**src/verilog/dec_cfg.svh**
```systemverilog
/*
 decode stage configuration
 widths, register count and the fixed encodings shared by the decode stage
*/
`ifndef DEC_CFG_SVH
`define DEC_CFG_SVH

// data path and instruction widths
`define DEC_XLEN        32
`define DEC_INSTR_W     32

// register file geometry
`define DEC_REG_IDX_W   5
`define DEC_NUM_REGS    32

// destination index carries one extra bit
`define DEC_RD_W        6

// no destination, never equal to a 5-bit source index
`define DEC_NO_RD       6'd32

// return address step for jal/jalr
`define DEC_PC_STEP     32'd4

`endif

```
**src/verilog/dec_pkg.sv**
```systemverilog
/*
 decode stage types
 opcode and operation encodings plus the packed structs between the stages
*/
`include "dec_cfg.svh"

package dec_pkg;

	// rv32i major opcodes that this core decodes
	typedef enum logic [6:0] {
		OP_LUI    = 7'b0110111,
		OP_AUIPC  = 7'b0010111,
		OP_JAL    = 7'b1101111,
		OP_JALR   = 7'b1100111,
		OP_BRANCH = 7'b1100011,
		OP_LOAD   = 7'b0000011,
		OP_STORE  = 7'b0100011,
		OP_ALU_IR = 7'b0010011,
		OP_ALU_RR = 7'b0110011
	} opcode_e;

	typedef enum logic [3:0] {
		ALU_NOP, ALU_ADD, ALU_SUB, ALU_SLT, ALU_SLTU, ALU_AND,
		ALU_OR, ALU_XOR, ALU_SLL, ALU_SRL, ALU_SRA
	} alu_op_e;

	typedef enum logic [2:0] {
		BR_NONE, BR_BEQ, BR_BNE, BR_BLT, BR_BGE, BR_BLTU, BR_BGEU
	} branch_op_e;

	typedef enum logic [1:0] {
		MEM_WORD, MEM_HALF, MEM_BYTE
	} mem_size_e;

	typedef struct packed {
		logic [`DEC_INSTR_W-1:0] instr;
		logic [`DEC_XLEN-1:0]    pc;
	} fetch_t;

	// forwarding source from ex or mem
	typedef struct packed {
		logic [`DEC_RD_W-1:0] rd;
		logic [`DEC_XLEN-1:0] data;
	} fwd_t;

	typedef struct packed {
		logic                      valid;
		logic [`DEC_REG_IDX_W-1:0] rd;
		logic [`DEC_XLEN-1:0]      data;
	} wb_t;

	typedef struct packed {
		alu_op_e              alu_op;
		branch_op_e           branch_op;
		logic                 load;
		logic                 store;
		mem_size_e            mem_size;
		logic                 mem_unsigned;
		logic                 jalr;
		logic                 only_src2_used;
		logic [`DEC_RD_W-1:0] rd;
		logic [`DEC_XLEN-1:0] pc;
		logic [`DEC_XLEN-1:0] imm;
	} ex_ctrl_t;

	typedef struct packed {
		logic [`DEC_XLEN-1:0] src1;
		logic [`DEC_XLEN-1:0] src2;
		logic [`DEC_XLEN-1:0] store_data;
	} ex_data_t;

	// decoder output, ex controls without pc plus operand routing
	typedef struct packed {
		alu_op_e                   alu_op;
		branch_op_e                branch_op;
		logic                      load;
		logic                      store;
		mem_size_e                 mem_size;
		logic                      mem_unsigned;
		logic                      jalr;
		logic                      only_src2_used;
		logic [`DEC_RD_W-1:0]      rd;
		logic [`DEC_XLEN-1:0]      imm;
		logic [`DEC_REG_IDX_W-1:0] rs1;
		logic [`DEC_REG_IDX_W-1:0] rs2;
		logic                      uses_rs1;
		logic                      uses_rs2;
		logic                      is_auipc;
		logic                      is_link;  // jal or jalr
		logic                      use_imm;
	} dec_ctrl_t;

endpackage

```
**src/verilog/instr_decoder.sv**
```systemverilog
/*
 instruction decoder
 maps an rv32i instruction onto alu, branch and load/store controls
 and builds the sign-extended immediate
*/
`timescale 1ns/1ps
`include "dec_cfg.svh"

module instr_decoder (
	input  logic [`DEC_INSTR_W-1:0] instr,
	output dec_pkg::dec_ctrl_t      ctrl
);

	dec_pkg::opcode_e     opcode;
	logic [2:0]           funct3;
	logic [6:0]           funct7;
	logic [`DEC_RD_W-1:0] rd;
	logic [`DEC_XLEN-1:0] imm_i;
	logic [`DEC_XLEN-1:0] imm_s;
	logic [`DEC_XLEN-1:0] imm_b;
	logic [`DEC_XLEN-1:0] imm_j;
	logic [`DEC_XLEN-1:0] imm_u;
	dec_pkg::branch_op_e  br_op;
	dec_pkg::mem_size_e   mem_size;

	assign opcode = dec_pkg::opcode_e'(instr[6:0]);
	assign funct3 = instr[14:12];
	assign funct7 = instr[31:25];
	assign rd     = {1'b0, instr[11:7]};

	assign imm_i = {{20{instr[31]}}, instr[31:20]};
	assign imm_s = {{20{instr[31]}}, instr[31:25], instr[11:7]};
	assign imm_b = {{19{instr[31]}}, instr[31], instr[7], instr[30:25], instr[11:8], 1'b0};
	assign imm_j = {{11{instr[31]}}, instr[31], instr[19:12], instr[20], instr[30:21], 1'b0};
	assign imm_u = {instr[31:12], 12'b0};

	// funct3 low bits give the access width, bit 2 the unsigned load
	assign mem_size = (funct3[1:0] == 2'b00) ? dec_pkg::MEM_BYTE :
			  (funct3[1:0] == 2'b01) ? dec_pkg::MEM_HALF : dec_pkg::MEM_WORD;

	always_comb
	begin
		case (funct3)
			3'b000:  br_op = dec_pkg::BR_BEQ;
			3'b001:  br_op = dec_pkg::BR_BNE;
			3'b100:  br_op = dec_pkg::BR_BLT;
			3'b101:  br_op = dec_pkg::BR_BGE;
			3'b110:  br_op = dec_pkg::BR_BLTU;
			3'b111:  br_op = dec_pkg::BR_BGEU;
			default: br_op = dec_pkg::BR_NONE;
		endcase
	end

	// register-register ops need funct7 zero, except sub and sra
	function automatic dec_pkg::alu_op_e alu_of(input logic [2:0] f3, input logic [6:0] f7,
		input logic is_rr);
		logic base_ok;
		logic alt;
		base_ok = !is_rr || (f7 == 7'b0000000);
		alt     = (f7 == 7'b0100000);
		case (f3)
			3'b000:  return (is_rr && alt) ? dec_pkg::ALU_SUB :
					(base_ok ? dec_pkg::ALU_ADD : dec_pkg::ALU_NOP);
			3'b001:  return base_ok ? dec_pkg::ALU_SLL : dec_pkg::ALU_NOP;
			3'b010:  return base_ok ? dec_pkg::ALU_SLT : dec_pkg::ALU_NOP;
			3'b011:  return base_ok ? dec_pkg::ALU_SLTU : dec_pkg::ALU_NOP;
			3'b100:  return base_ok ? dec_pkg::ALU_XOR : dec_pkg::ALU_NOP;
			3'b101:  return (f7 == 7'b0000000) ? dec_pkg::ALU_SRL :
					(alt ? dec_pkg::ALU_SRA : dec_pkg::ALU_NOP);
			3'b110:  return base_ok ? dec_pkg::ALU_OR : dec_pkg::ALU_NOP;
			default: return base_ok ? dec_pkg::ALU_AND : dec_pkg::ALU_NOP;
		endcase
	endfunction

	always_comb
	begin
		ctrl           = '0;
		ctrl.alu_op    = dec_pkg::ALU_NOP;
		ctrl.branch_op = dec_pkg::BR_NONE;
		ctrl.mem_size  = dec_pkg::MEM_WORD;
		ctrl.rd        = `DEC_NO_RD;  // overwritten by ops that write back
		ctrl.rs1       = instr[19:15];
		ctrl.rs2       = instr[24:20];
		case (opcode)
			dec_pkg::OP_LUI:
			begin
				ctrl.rd             = rd;
				ctrl.imm            = imm_u;
				ctrl.use_imm        = 1'b1;
				ctrl.only_src2_used = 1'b1;
			end
			dec_pkg::OP_AUIPC:
			begin
				ctrl.alu_op   = dec_pkg::ALU_ADD;
				ctrl.rd       = rd;
				ctrl.imm      = imm_u;
				ctrl.use_imm  = 1'b1;
				ctrl.is_auipc = 1'b1;
			end
			dec_pkg::OP_JAL:
			begin
				ctrl.rd             = rd;
				ctrl.imm            = imm_j;
				ctrl.is_link        = 1'b1;
				ctrl.only_src2_used = 1'b1;
			end
			dec_pkg::OP_JALR:
			begin
				ctrl.rd             = rd;
				ctrl.imm            = imm_i;  // target offset, used in ex
				ctrl.uses_rs1       = 1'b1;
				ctrl.is_link        = 1'b1;
				ctrl.jalr           = 1'b1;
				ctrl.only_src2_used = 1'b1;
			end
			dec_pkg::OP_BRANCH:
			begin
				ctrl.branch_op = br_op;
				ctrl.imm       = imm_b;
				ctrl.uses_rs1  = 1'b1;
				ctrl.uses_rs2  = 1'b1;
				case (br_op)
					dec_pkg::BR_BEQ, dec_pkg::BR_BNE:   ctrl.alu_op = dec_pkg::ALU_SUB;
					dec_pkg::BR_BLT, dec_pkg::BR_BGE:   ctrl.alu_op = dec_pkg::ALU_SLT;
					dec_pkg::BR_BLTU, dec_pkg::BR_BGEU: ctrl.alu_op = dec_pkg::ALU_SLTU;
					default:                            ctrl.alu_op = dec_pkg::ALU_NOP;
				endcase
			end
			dec_pkg::OP_LOAD:
			begin
				ctrl.alu_op       = dec_pkg::ALU_ADD;  // address calculation
				ctrl.load         = 1'b1;
				ctrl.mem_size     = mem_size;
				ctrl.mem_unsigned = funct3[2];
				ctrl.rd           = rd;
				ctrl.imm          = imm_i;
				ctrl.use_imm      = 1'b1;
				ctrl.uses_rs1     = 1'b1;
			end
			dec_pkg::OP_STORE:
			begin
				ctrl.alu_op   = dec_pkg::ALU_ADD;
				ctrl.store    = 1'b1;
				ctrl.mem_size = mem_size;
				ctrl.imm      = imm_s;
				ctrl.use_imm  = 1'b1;
				ctrl.uses_rs1 = 1'b1;
				ctrl.uses_rs2 = 1'b1;  // store data
			end
			dec_pkg::OP_ALU_IR:
			begin
				ctrl.alu_op   = alu_of(funct3, funct7, 1'b0);
				ctrl.rd       = rd;
				ctrl.imm      = imm_i;
				ctrl.use_imm  = 1'b1;
				ctrl.uses_rs1 = 1'b1;
			end
			dec_pkg::OP_ALU_RR:
			begin
				ctrl.alu_op   = alu_of(funct3, funct7, 1'b1);
				ctrl.rd       = rd;
				ctrl.uses_rs1 = 1'b1;
				ctrl.uses_rs2 = 1'b1;
			end
			default:
			begin
				ctrl.alu_op = dec_pkg::ALU_NOP;  // unknown opcode, no effect
			end
		endcase
	end

endmodule

```
**src/verilog/gpr_file.sv**
```systemverilog
/*
 general purpose register file
 31 writable registers, one write port from write-back, two async read ports
*/
`timescale 1ns/1ps
`include "dec_cfg.svh"

module gpr_file (
	input  logic                      cpu_clk,
	input  logic                      cpu_rstn,
	input  dec_pkg::wb_t              wb,
	input  logic [`DEC_REG_IDX_W-1:0] rs1,
	input  logic [`DEC_REG_IDX_W-1:0] rs2,
	output logic [`DEC_XLEN-1:0]      rdata1,
	output logic [`DEC_XLEN-1:0]      rdata2
);

	logic [`DEC_XLEN-1:0] regs [1:`DEC_NUM_REGS-1];  // x0 has no storage
	logic                 wr_en;

	assign wr_en = wb.valid && (wb.rd != '0);  // writes to x0 dropped

	always_ff @(posedge cpu_clk or negedge cpu_rstn)
	begin
		if (!cpu_rstn)
		begin
			for (int i = 1; i < `DEC_NUM_REGS; i++)
			begin
				regs[i] <= '0;
			end
		end
		else if (wr_en)
		begin
			regs[wb.rd] <= wb.data;
		end
	end

	assign rdata1 = (rs1 == '0) ? '0 : regs[rs1];
	assign rdata2 = (rs2 == '0) ? '0 : regs[rs2];

	// write-back must carry a known index and data
	wb_known: assert property (@(posedge cpu_clk) disable iff (!cpu_rstn)
		wb.valid |-> !$isunknown({wb.rd, wb.data}));

endmodule

```
**src/verilog/operand_select.sv**
```systemverilog
/*
 operand selection
 resolves both sources through the ex, mem and wb bypass paths
 and picks the alu operands and store data
*/
`timescale 1ns/1ps
`include "dec_cfg.svh"

module operand_select (
	input  dec_pkg::dec_ctrl_t   ctrl,
	input  logic [`DEC_XLEN-1:0] pc,
	input  logic [`DEC_XLEN-1:0] rdata1,
	input  logic [`DEC_XLEN-1:0] rdata2,
	input  dec_pkg::fwd_t        ex_fwd,
	input  dec_pkg::fwd_t        mem_fwd,
	input  logic                 ex_is_load,
	input  dec_pkg::wb_t         wb,
	output dec_pkg::ex_data_t    data
);

	logic [`DEC_XLEN-1:0] rs1_val;
	logic [`DEC_XLEN-1:0] rs2_val;

	// youngest producer wins
	function automatic logic [`DEC_XLEN-1:0] resolve(
		input logic [`DEC_REG_IDX_W-1:0] idx,
		input logic [`DEC_XLEN-1:0]      file_data
	);
		logic [`DEC_RD_W-1:0] wide_idx;
		wide_idx = {1'b0, idx};
		if (idx == '0)
			return '0;
		else if (!ex_is_load && (wide_idx == ex_fwd.rd))
			return ex_fwd.data;  // a load in ex has no data yet
		else if (wide_idx == mem_fwd.rd)
			return mem_fwd.data;
		else if (wb.valid && (idx == wb.rd))
			return wb.data;
		else
			return file_data;
	endfunction

	always_comb
	begin
		rs1_val = resolve(ctrl.rs1, rdata1);
		rs2_val = resolve(ctrl.rs2, rdata2);

		if (ctrl.is_auipc)
			data.src1 = pc;
		else if (!ctrl.uses_rs1)
			data.src1 = '0;  // lui, jal
		else
			data.src1 = rs1_val;

		// link value for jal/jalr, otherwise immediate or rs2
		if (ctrl.is_link)
			data.src2 = pc + `DEC_PC_STEP;
		else if (ctrl.use_imm)
			data.src2 = ctrl.imm;
		else
			data.src2 = rs2_val;

		data.store_data = rs2_val;
	end

endmodule

```
**src/verilog/load_hazard.sv**
```systemverilog
/*
 load-use hazard detection
 stalls decode while a needed source is still being loaded in ex or mem
*/
`timescale 1ns/1ps
`include "dec_cfg.svh"

module load_hazard (
	input  dec_pkg::dec_ctrl_t   ctrl,
	input  logic [`DEC_RD_W-1:0] ex_rd,
	input  logic                 ex_is_load,
	input  logic [`DEC_RD_W-1:0] mem_rd,
	input  logic                 load_wait_data,
	output logic                 dec_stall
);

	logic [`DEC_RD_W-1:0] rs1_w;
	logic [`DEC_RD_W-1:0] rs2_w;
	logic                 rs1_live;
	logic                 rs2_live;
	logic                 hit_ex;
	logic                 hit_mem;

	always_comb
	begin
		rs1_w    = {1'b0, ctrl.rs1};
		rs2_w    = {1'b0, ctrl.rs2};
		rs1_live = ctrl.uses_rs1 && (ctrl.rs1 != '0);  // x0 never waits
		rs2_live = ctrl.uses_rs2 && (ctrl.rs2 != '0);

		// load one ahead, result not back before ex needs it
		hit_ex = ex_is_load && ((rs1_live && (rs1_w == ex_rd)) ||
					(rs2_live && (rs2_w == ex_rd)));
		// load two ahead, memory still busy
		hit_mem = load_wait_data && ((rs1_live && (rs1_w == mem_rd)) ||
					     (rs2_live && (rs2_w == mem_rd)));

		dec_stall = hit_ex || hit_mem;
	end

endmodule

```
**src/verilog/dec_ex_reg.sv**
```systemverilog
/*
 dec to ex pipeline register
 inserts bubbles on stall or empty fetch, flushes on redirect and holds
 under ex back-pressure
*/
`timescale 1ns/1ps
`include "dec_cfg.svh"

module dec_ex_reg (
	input  logic                 cpu_clk,
	input  logic                 cpu_rstn,
	input  logic                 if_valid,
	input  logic                 dec_stall,
	input  logic                 ex_ready,
	input  logic                 branch_taken_ex,
	input  logic                 exception_met,
	input  dec_pkg::dec_ctrl_t   ctrl,
	input  logic [`DEC_XLEN-1:0] pc,
	input  dec_pkg::ex_data_t    data,
	output logic                 dec_valid,
	output dec_pkg::ex_ctrl_t    ex_ctrl,
	output dec_pkg::ex_data_t    ex_data
);

	dec_pkg::alu_op_e     alu_op_q;
	dec_pkg::branch_op_e  branch_op_q;
	logic                 load_q;
	logic                 store_q;
	logic                 jalr_q;
	logic [`DEC_RD_W-1:0] rd_q;
	dec_pkg::mem_size_e   mem_size_q;
	logic                 mem_unsigned_q;
	logic                 only_src2_q;
	logic [`DEC_XLEN-1:0] pc_q;
	logic [`DEC_XLEN-1:0] imm_q;
	logic                 flush;
	logic                 bubble;
	logic                 take;

	assign flush  = branch_taken_ex || exception_met || jalr_q;  // jalr target known in ex
	assign bubble = !if_valid || dec_stall;
	assign take   = ex_ready && !bubble && !flush;

	// flush wins over back-pressure, bubble and flush load the same values
	always_ff @(posedge cpu_clk or negedge cpu_rstn)
	begin
		if (!cpu_rstn)
		begin
			dec_valid   <= 1'b0;
			alu_op_q    <= dec_pkg::ALU_NOP;
			branch_op_q <= dec_pkg::BR_NONE;
			load_q      <= 1'b0;
			store_q     <= 1'b0;
			jalr_q      <= 1'b0;
			rd_q        <= `DEC_NO_RD;
		end
		else if (flush || ex_ready)
		begin
			dec_valid   <= take;
			alu_op_q    <= take ? ctrl.alu_op : dec_pkg::ALU_NOP;
			branch_op_q <= take ? ctrl.branch_op : dec_pkg::BR_NONE;
			load_q      <= take && ctrl.load;
			store_q     <= take && ctrl.store;
			jalr_q      <= take && ctrl.jalr;
			rd_q        <= take ? ctrl.rd : `DEC_NO_RD;
		end
	end

	// payload only moves with a real instruction
	always_ff @(posedge cpu_clk)
	begin
		if (take)
		begin
			mem_size_q     <= ctrl.mem_size;
			mem_unsigned_q <= ctrl.mem_unsigned;
			only_src2_q    <= ctrl.only_src2_used;
			pc_q           <= pc;
			imm_q          <= ctrl.imm;
			ex_data        <= data;
		end
	end

	assign ex_ctrl = '{alu_op: alu_op_q, branch_op: branch_op_q, load: load_q, store: store_q,
			   mem_size: mem_size_q, mem_unsigned: mem_unsigned_q, jalr: jalr_q,
			   only_src2_used: only_src2_q, rd: rd_q, pc: pc_q, imm: imm_q};

	// ex stalled and no redirect, nothing may leave or change
	hold_under_backpressure: assert property (@(posedge cpu_clk) disable iff (!cpu_rstn)
		(!ex_ready && !flush) |=> ($stable(ex_ctrl) && $stable(dec_valid)));

endmodule

```
**src/verilog/dec_stage.sv**
```systemverilog
/*
 rv32i decode stage
 decoder, register file, bypass, load-use stall and the dec to ex register
*/
`timescale 1ns/1ps
`include "dec_cfg.svh"

module dec_stage (
	input  logic              cpu_clk,
	input  logic              cpu_rstn,
	input  logic              if_valid,
	input  dec_pkg::fetch_t   fetch,
	output logic              dec_ready,
	input  logic              ex_ready,
	input  logic              branch_taken_ex,
	input  logic              exception_met,
	input  logic              load_wait_data,
	input  dec_pkg::fwd_t     ex_fwd,
	input  dec_pkg::fwd_t     mem_fwd,
	input  dec_pkg::wb_t      wb,
	output logic              dec_valid,
	output dec_pkg::ex_ctrl_t ex_ctrl,
	output dec_pkg::ex_data_t ex_data
);

	dec_pkg::dec_ctrl_t   ctrl;
	logic [`DEC_XLEN-1:0] rdata1;
	logic [`DEC_XLEN-1:0] rdata2;
	dec_pkg::ex_data_t    data;
	logic                 dec_stall;

	instr_decoder u_decoder (.instr(fetch.instr), .ctrl(ctrl));

	gpr_file u_gpr (
		.cpu_clk  (cpu_clk),
		.cpu_rstn (cpu_rstn),
		.wb       (wb),
		.rs1      (ctrl.rs1),
		.rs2      (ctrl.rs2),
		.rdata1   (rdata1),
		.rdata2   (rdata2)
	);

	operand_select u_opsel (
		.ctrl       (ctrl),
		.pc         (fetch.pc),
		.rdata1     (rdata1),
		.rdata2     (rdata2),
		.ex_fwd     (ex_fwd),
		.mem_fwd    (mem_fwd),
		.ex_is_load (ex_ctrl.load),  // registered load in ex
		.wb         (wb),
		.data       (data)
	);

	load_hazard u_hazard (
		.ctrl           (ctrl),
		.ex_rd          (ex_ctrl.rd),
		.ex_is_load     (ex_ctrl.load),
		.mem_rd         (mem_fwd.rd),
		.load_wait_data (load_wait_data),
		.dec_stall      (dec_stall)
	);

	dec_ex_reg u_dec_ex (
		.cpu_clk         (cpu_clk),
		.cpu_rstn        (cpu_rstn),
		.if_valid        (if_valid),
		.dec_stall       (dec_stall),
		.ex_ready        (ex_ready),
		.branch_taken_ex (branch_taken_ex),
		.exception_met   (exception_met),
		.ctrl            (ctrl),
		.pc              (fetch.pc),
		.data            (data),
		.dec_valid       (dec_valid),
		.ex_ctrl         (ex_ctrl),
		.ex_data         (ex_data)
	);

	assign dec_ready = !dec_stall && ex_ready;

endmodule

```
**config.mk**
```make
export PLATFORM = sky130hd
export DESIGN_NAME = dec_stage
export DESIGN_NICKNAME = d
export VERILOG_FILES = /design/src/verilog/dec_pkg.sv /design/src/verilog/instr_decoder.sv /design/src/verilog/gpr_file.sv /design/src/verilog/operand_select.sv /design/src/verilog/load_hazard.sv /design/src/verilog/dec_ex_reg.sv /design/src/verilog/dec_stage.sv
export VERILOG_INCLUDE_DIRS = /design/src /design/src/verilog
export SDC_FILE = /design/constraint.sdc
export NUM_CORES = 2
export LEC_CHECK = 0
export BUFFER_PORTS_ARGS = -buffer_cell sky130_fd_sc_hd__buf_2
export CAP_MARGIN = 20
export CELL_PAD_IN_SITES_DETAIL_PLACEMENT = 0
export CELL_PAD_IN_SITES_GLOBAL_PLACEMENT = 2
export CORE_MARGIN = 1.5
export CORE_UTILIZATION = 40
export CTS_BUF_LIST = sky130_fd_sc_hd__clkbuf_4
export CTS_CLUSTER_SIZE = 10
export DETAILED_ROUTE_END_ITERATION = 8
export GPL_TIMING_DRIVEN = 0
export PLACE_DENSITY = 0.73
export SLEW_MARGIN = 20
export SYNTH_ARGS = -nofsm -noshare
export SYNTH_HDL_FRONTEND = slang
export SYNTH_SLANG_ARGS = --single-unit
```
**constraint.sdc**
```tcl
create_clock -name cpu_clk -period 3.85 [get_ports cpu_clk]
set_clock_uncertainty 0.15 [all_clocks]
set_input_delay 0.385 -clock cpu_clk [delete_from_list [all_inputs] [get_ports cpu_clk]]
set_output_delay 0.385 -clock cpu_clk [all_outputs]
set_load 0.005 [all_outputs]
```
==> run_results.csv <==
group,metric,value,unit
critical_path,reg_to_reg_critical_path_endpoint,"u_dec_ex.ex_data[58]",
logic_synthesis,avgSynthCellArea,13.7,um^2
floorplanning,floorplan.rows,145,
sta,slew_violations,0,
clock_tree,clock_path_buffers,4,
power_and_ir_drop,power.share.sequential,44.3,%
floorplanning,initial_core_util,40.4,%
power_and_ir_drop,design_power_total,36.7,mW
placed_design,dp_hpwl,226,mm
route,vias_per_cell,6.56,
clock_tree,htree_levels,5,
logic_synthesis,synth-seq-area-share,47.7,%
clock_tree,clock_tree_from_tritoncts,"yes",
logic_synthesis,synth_edf_count,164,
critical_path,r2r_slack,-0.02,ns
route,drcViolationCount,0,
route,wl,330,mm
grt,grt_pass1_wl,442,mm
sta,hold_viol_final,0,
grt,global_route.overflow_total,0,
run,drv.max_cap_violation_count,0,
finish,syn_to_final_growth,21.1,%
route,postRouteAntennaNets,0,
route,drt_first_pass_iters,8,
outcome,status,"complete, but fails checks",
finish,final_nets,5927,
logic_synthesis,ys_seq_elements,1173,
placed_design,dpl-instance-area,68200,um^2
power_and_ir_drop,p_switching,11.8,mW
power_and_ir_drop,power_density,479,nW/um^2
floorplanning,die_w,401,um
logic_synthesis,postSynthNetCount,4793,
critical_path,slowest_stage_cell_cp,"sky130_fd_sc_hd__nor4_1",
logic_synthesis,synthesis.yosys.warnings,0,
clock_tree,cts.reportedPaths.clkPinSlew,0.06,ns
route,routed-via-count,52800,
logic_synthesis,postSynthCellCount,4607,
sta,setup-violations-final,11,
clock_tree,clock_tree.root_cell,"sky130_fd_sc_hd__clkbuf_4",
logic_synthesis,yosysUniqueCellTypes,80,
critical_path,worstPathRequired,4.78,ns
critical_path,worstSetupPathType,"primary input to flop",
grt,maximum_number_of_pins_on_one_net_before_global_route_repair,130,
finish,final_core_util,48.9,%
critical_path,worst_r2r_startpoint,"u_dec_ex.load_q",
critical_path,worstPathArrival,5.00,ns
sta,timing.final.ws_setup,-0.222,ns
critical_path,critical_path.cell_chain,"buf_2 > buf_4 > clkbuf_4 > buf_2 > buf_2 > mux2i_1 > o22ai_1 > nor4_1 > o31ai_1",
logic_synthesis,ys_top_cells_by_area,"sky130_fd_sc_hd__dfrtp_1 40%, sky130_fd_sc_hd__mux2_2 19%, sky130_fd_sc_hd__mux4_2 12%",
logic_synthesis,synth_largest_type_area_fraction,39.9,%
critical_path,setup.worst_path.start,"fetch[49]",
sta,worst-slew-pin-transition,1.31,ns
placed_design,placer_congestion,0.985,
critical_path,setup.worst_path.end,"u_dec_ex.ex_data[69]",
floorplanning,boundaryPins,367,
power_and_ir_drop,internal-power,24.9,mW
sta,hold-worst-slack,0.0694,ns
power_and_ir_drop,clkPwrFrac,32.9,%
outcome,failed_checks,"negative setup slack",
grt,globalRouteTotalUtil,40.4,%
finish,layout.cell_area.non_filler,76600,um^2
power_and_ir_drop,leakage,33.0,nW
logic_synthesis,post_synth_instance_area,63300,um^2
floorplanning,overall_die_height,401,um
floorplanning,fp.coreArea,157000,um^2
finish,fill_cells,14200,
logic_synthesis,async_reset_ff_share,86.0,%
route,drtIter0Drc,6874,
clock_tree,tritoncts_num_sinks,1173,
sta,max-slew-margin-rel,12.2,%
sta,timing.fmax,0.246,GHz
critical_path,reg2regPathDepth,6,
critical_path,cp_slowest_stage_delay,0.84,ns
clock_tree,clock_latency_reported_for_the_late_side_of_the_worst_skew_pair,1.46,ns
logic_synthesis,dominant_cell_type_by_area_after_synthesis,"sky130_fd_sc_hd__dfrtp_1",
logic_synthesis,post-synth-top-count-cell,"sky130_fd_sc_hd__mux2_2",
logic_synthesis,list_of_most_frequent_post_synthesis_cells,"1070 x sky130_fd_sc_hd__mux2_2, 1008 x sky130_fd_sc_hd__dfrtp_1, 332 x sky130_fd_sc_hd__mux4_2",
power_and_ir_drop,power_frac_comb,22.8,%
sta,timing.final.crit_share,106,%
grt,number_of_global_route_vias_before_repair,52000,
finish,drive_gt1_share,43.7,%
power_and_ir_drop,netSwitchingFraction,32.2,%
grt,antenna_found_initial,30,
clock_tree,cts-buffers-inserted,347,
floorplanning,total_die_area,161000,um^2
critical_path,crit_path_frequent_cell,"sky130_fd_sc_hd__buf_2",
placed_design,setup_slack_at_placement,-1.52,ns
sta,final_period_minus_worst_setup_slack,4.07,ns
logic_synthesis,synth_ff_type,"sky130_fd_sc_hd__dfrtp_1",
critical_path,critPathMaxFanout,10,
critical_path,setup.worst_path.start_class,"primary input",
hold_path,hp-class,"primary input to flop",
route,avgRoutedWirePerCell,41.0,um
sta,grt_setup_unrepaired,"no",
placed_design,port-buffer-count,354,
power_and_ir_drop,vdd_drop_max,0.348,mV
critical_path,worstSetupEndpointType,"flop",
-- through the flow --
step           TNS (ns)  std cells
3_5_place_dp     -72.51       7038
3_3_place_gp          -       7019
5_1_grt               0       8041
4_1_cts               0       8033
6_report          -1.17       8057
2_1_floorplan         0       4607
-- cell usage in the layout, fill, tap and decap left out, types with 41 or more instances in the layout --
master / instances
sky130_fd_sc_hd__a21oi_1: 42
sky130_fd_sc_hd__a221oi_1: 45
sky130_fd_sc_hd__a22oi_1: 162
sky130_fd_sc_hd__buf_2: 490
sky130_fd_sc_hd__buf_4: 59
sky130_fd_sc_hd__clkbuf_1: 172
sky130_fd_sc_hd__clkbuf_2: 47
sky130_fd_sc_hd__clkbuf_4: 501
sky130_fd_sc_hd__clkinv_1: 67
sky130_fd_sc_hd__dfrtp_1: 1008
sky130_fd_sc_hd__dlygate4sd3_1: 411
sky130_fd_sc_hd__edfxtp_1: 164
sky130_fd_sc_hd__mux2_2: 1070
sky130_fd_sc_hd__mux2i_1: 314
sky130_fd_sc_hd__mux4_2: 332
sky130_fd_sc_hd__nand2_1: 135
sky130_fd_sc_hd__nand3_1: 41
sky130_fd_sc_hd__nor2_1: 111
sky130_fd_sc_hd__nor2b_1: 43
sky130_fd_sc_hd__nor3_1: 49
sky130_fd_sc_hd__o211ai_1: 50
sky130_fd_sc_hd__o22ai_1: 60
sky130_fd_sc_hd__xnor2_1: 49
-- sequential cells by signal (all words and copies together) (netlist names) --
name,count
u_dec_ex.imm_q,32
u_dec_ex.jalr_q,1
u_dec_ex.dec_valid,1
u_dec_ex.only_src2_q,1
u_dec_ex.pc_q,32
u_dec_ex.rd_q,6
u_dec_ex.ex_data,96
u_dec_ex.branch_op_q,3
u_dec_ex.mem_size_q,2
u_dec_ex.load_q,1
u_dec_ex.mem_unsigned_q,1
u_gpr.regs,992
u_dec_ex.alu_op_q,4
u_dec_ex.store_q,1
-- area by class of cell --
class / count / area [um^2] / area share, %
Timing Repair Buffer: 786 / 6350 / 8.29
Tap cell: 2058 / 2570 / 3.36
Antenna cell: 23 / 57.6 / 0.0751
Clock inverter: 84 / 409 / 0.534
Buffer: 470 / 2410 / 3.15
Inverter: 34 / 128 / 0.167
Multi-Input combinational cell: 2929 / 30800 / 40.2
Clock buffer: 500 / 3750 / 4.90
Sequential cell: 1173 / 30200 / 39.4
-- layer usage --
| metal | GRT usage, % | part of all wire, % | vias to the layer above |
|---|---|---|---|
| met3 | 17.0 | 13 | 1073 |
| li1 | - | - | 20300 |
| met4 | 28.0 | 7.8 | 18 |
| met1 | 49.6 | 37 | 27400 |
| met5 | 0.862 | 0.091 | - |
| met2 | 57.4 | 42 | 4055 |
-- power groups by stage --
stage	registers, mW	logic (mW)	clock network (mW)
finish	16.3	8.39	12.1
global route	16.5	8.64	12.8
CTS	16.2	8.10	12.1
detailed placement	16.4	7.74	0
global placement	16.3	7.56	0
floorplan	15.9	5.01	0
-- timing repair --
item,CTS,global route
gates cloned,0,2
setup buffers,0,0
endpoints found under the setup margin,3,113
endpoints found under the hold margin,2013,0
resized for setup,2,8
hold buffers,411,0
-- worst max-delay path, delay by kind of cell --
kind	cells	cell delay [ns]
and+or+nand+nor	1	0.84
muxes	1	0.61
buffers and inverters	5	2.67
AOI/OAI and AO/OA	2	0.42
-- cells by family (layout without fill, tap and decap cells) --
kind of cell / after synthesis / in the layout / share of synthesized area (%)
fa+ha+maj: 1 / 1 / 0.0198
xor+xnor: 67 / 67 / 0.927
simple gates: 509 / 509 / 4.07
other cells: 0 / 23 / 0
compound gates: 635 / 635 / 7.59
mux: 1717 / 1717 / 35.8
flops: 1173 / 1173 / 47.7
buf+inv: 505 / 1874 / 3.85
-- how the worst min path moves through the flow --
stage	startpoint	slack (ns)	end	depth (start not counted)
2_1_floorplan	cpu_rstn	-0.06	u_dec_ex.alu_op_q[0]	0
3_3_place_gp	u_dec_ex.dec_valid	0.31	u_dec_ex.dec_valid	1
3_5_place_dp	cpu_rstn	0.06	u_dec_ex.branch_op_q[2]	1
4_1_cts	fetch[14]	0.006	u_dec_ex.ex_data[46]	5
5_1_grt	ex_fwd[1]	0.08	u_dec_ex.ex_data[65]	4
6_report	mem_fwd[36]	0.07	u_dec_ex.ex_data[2]	7
Note: power is estimated with default switching activity, not from simulation.
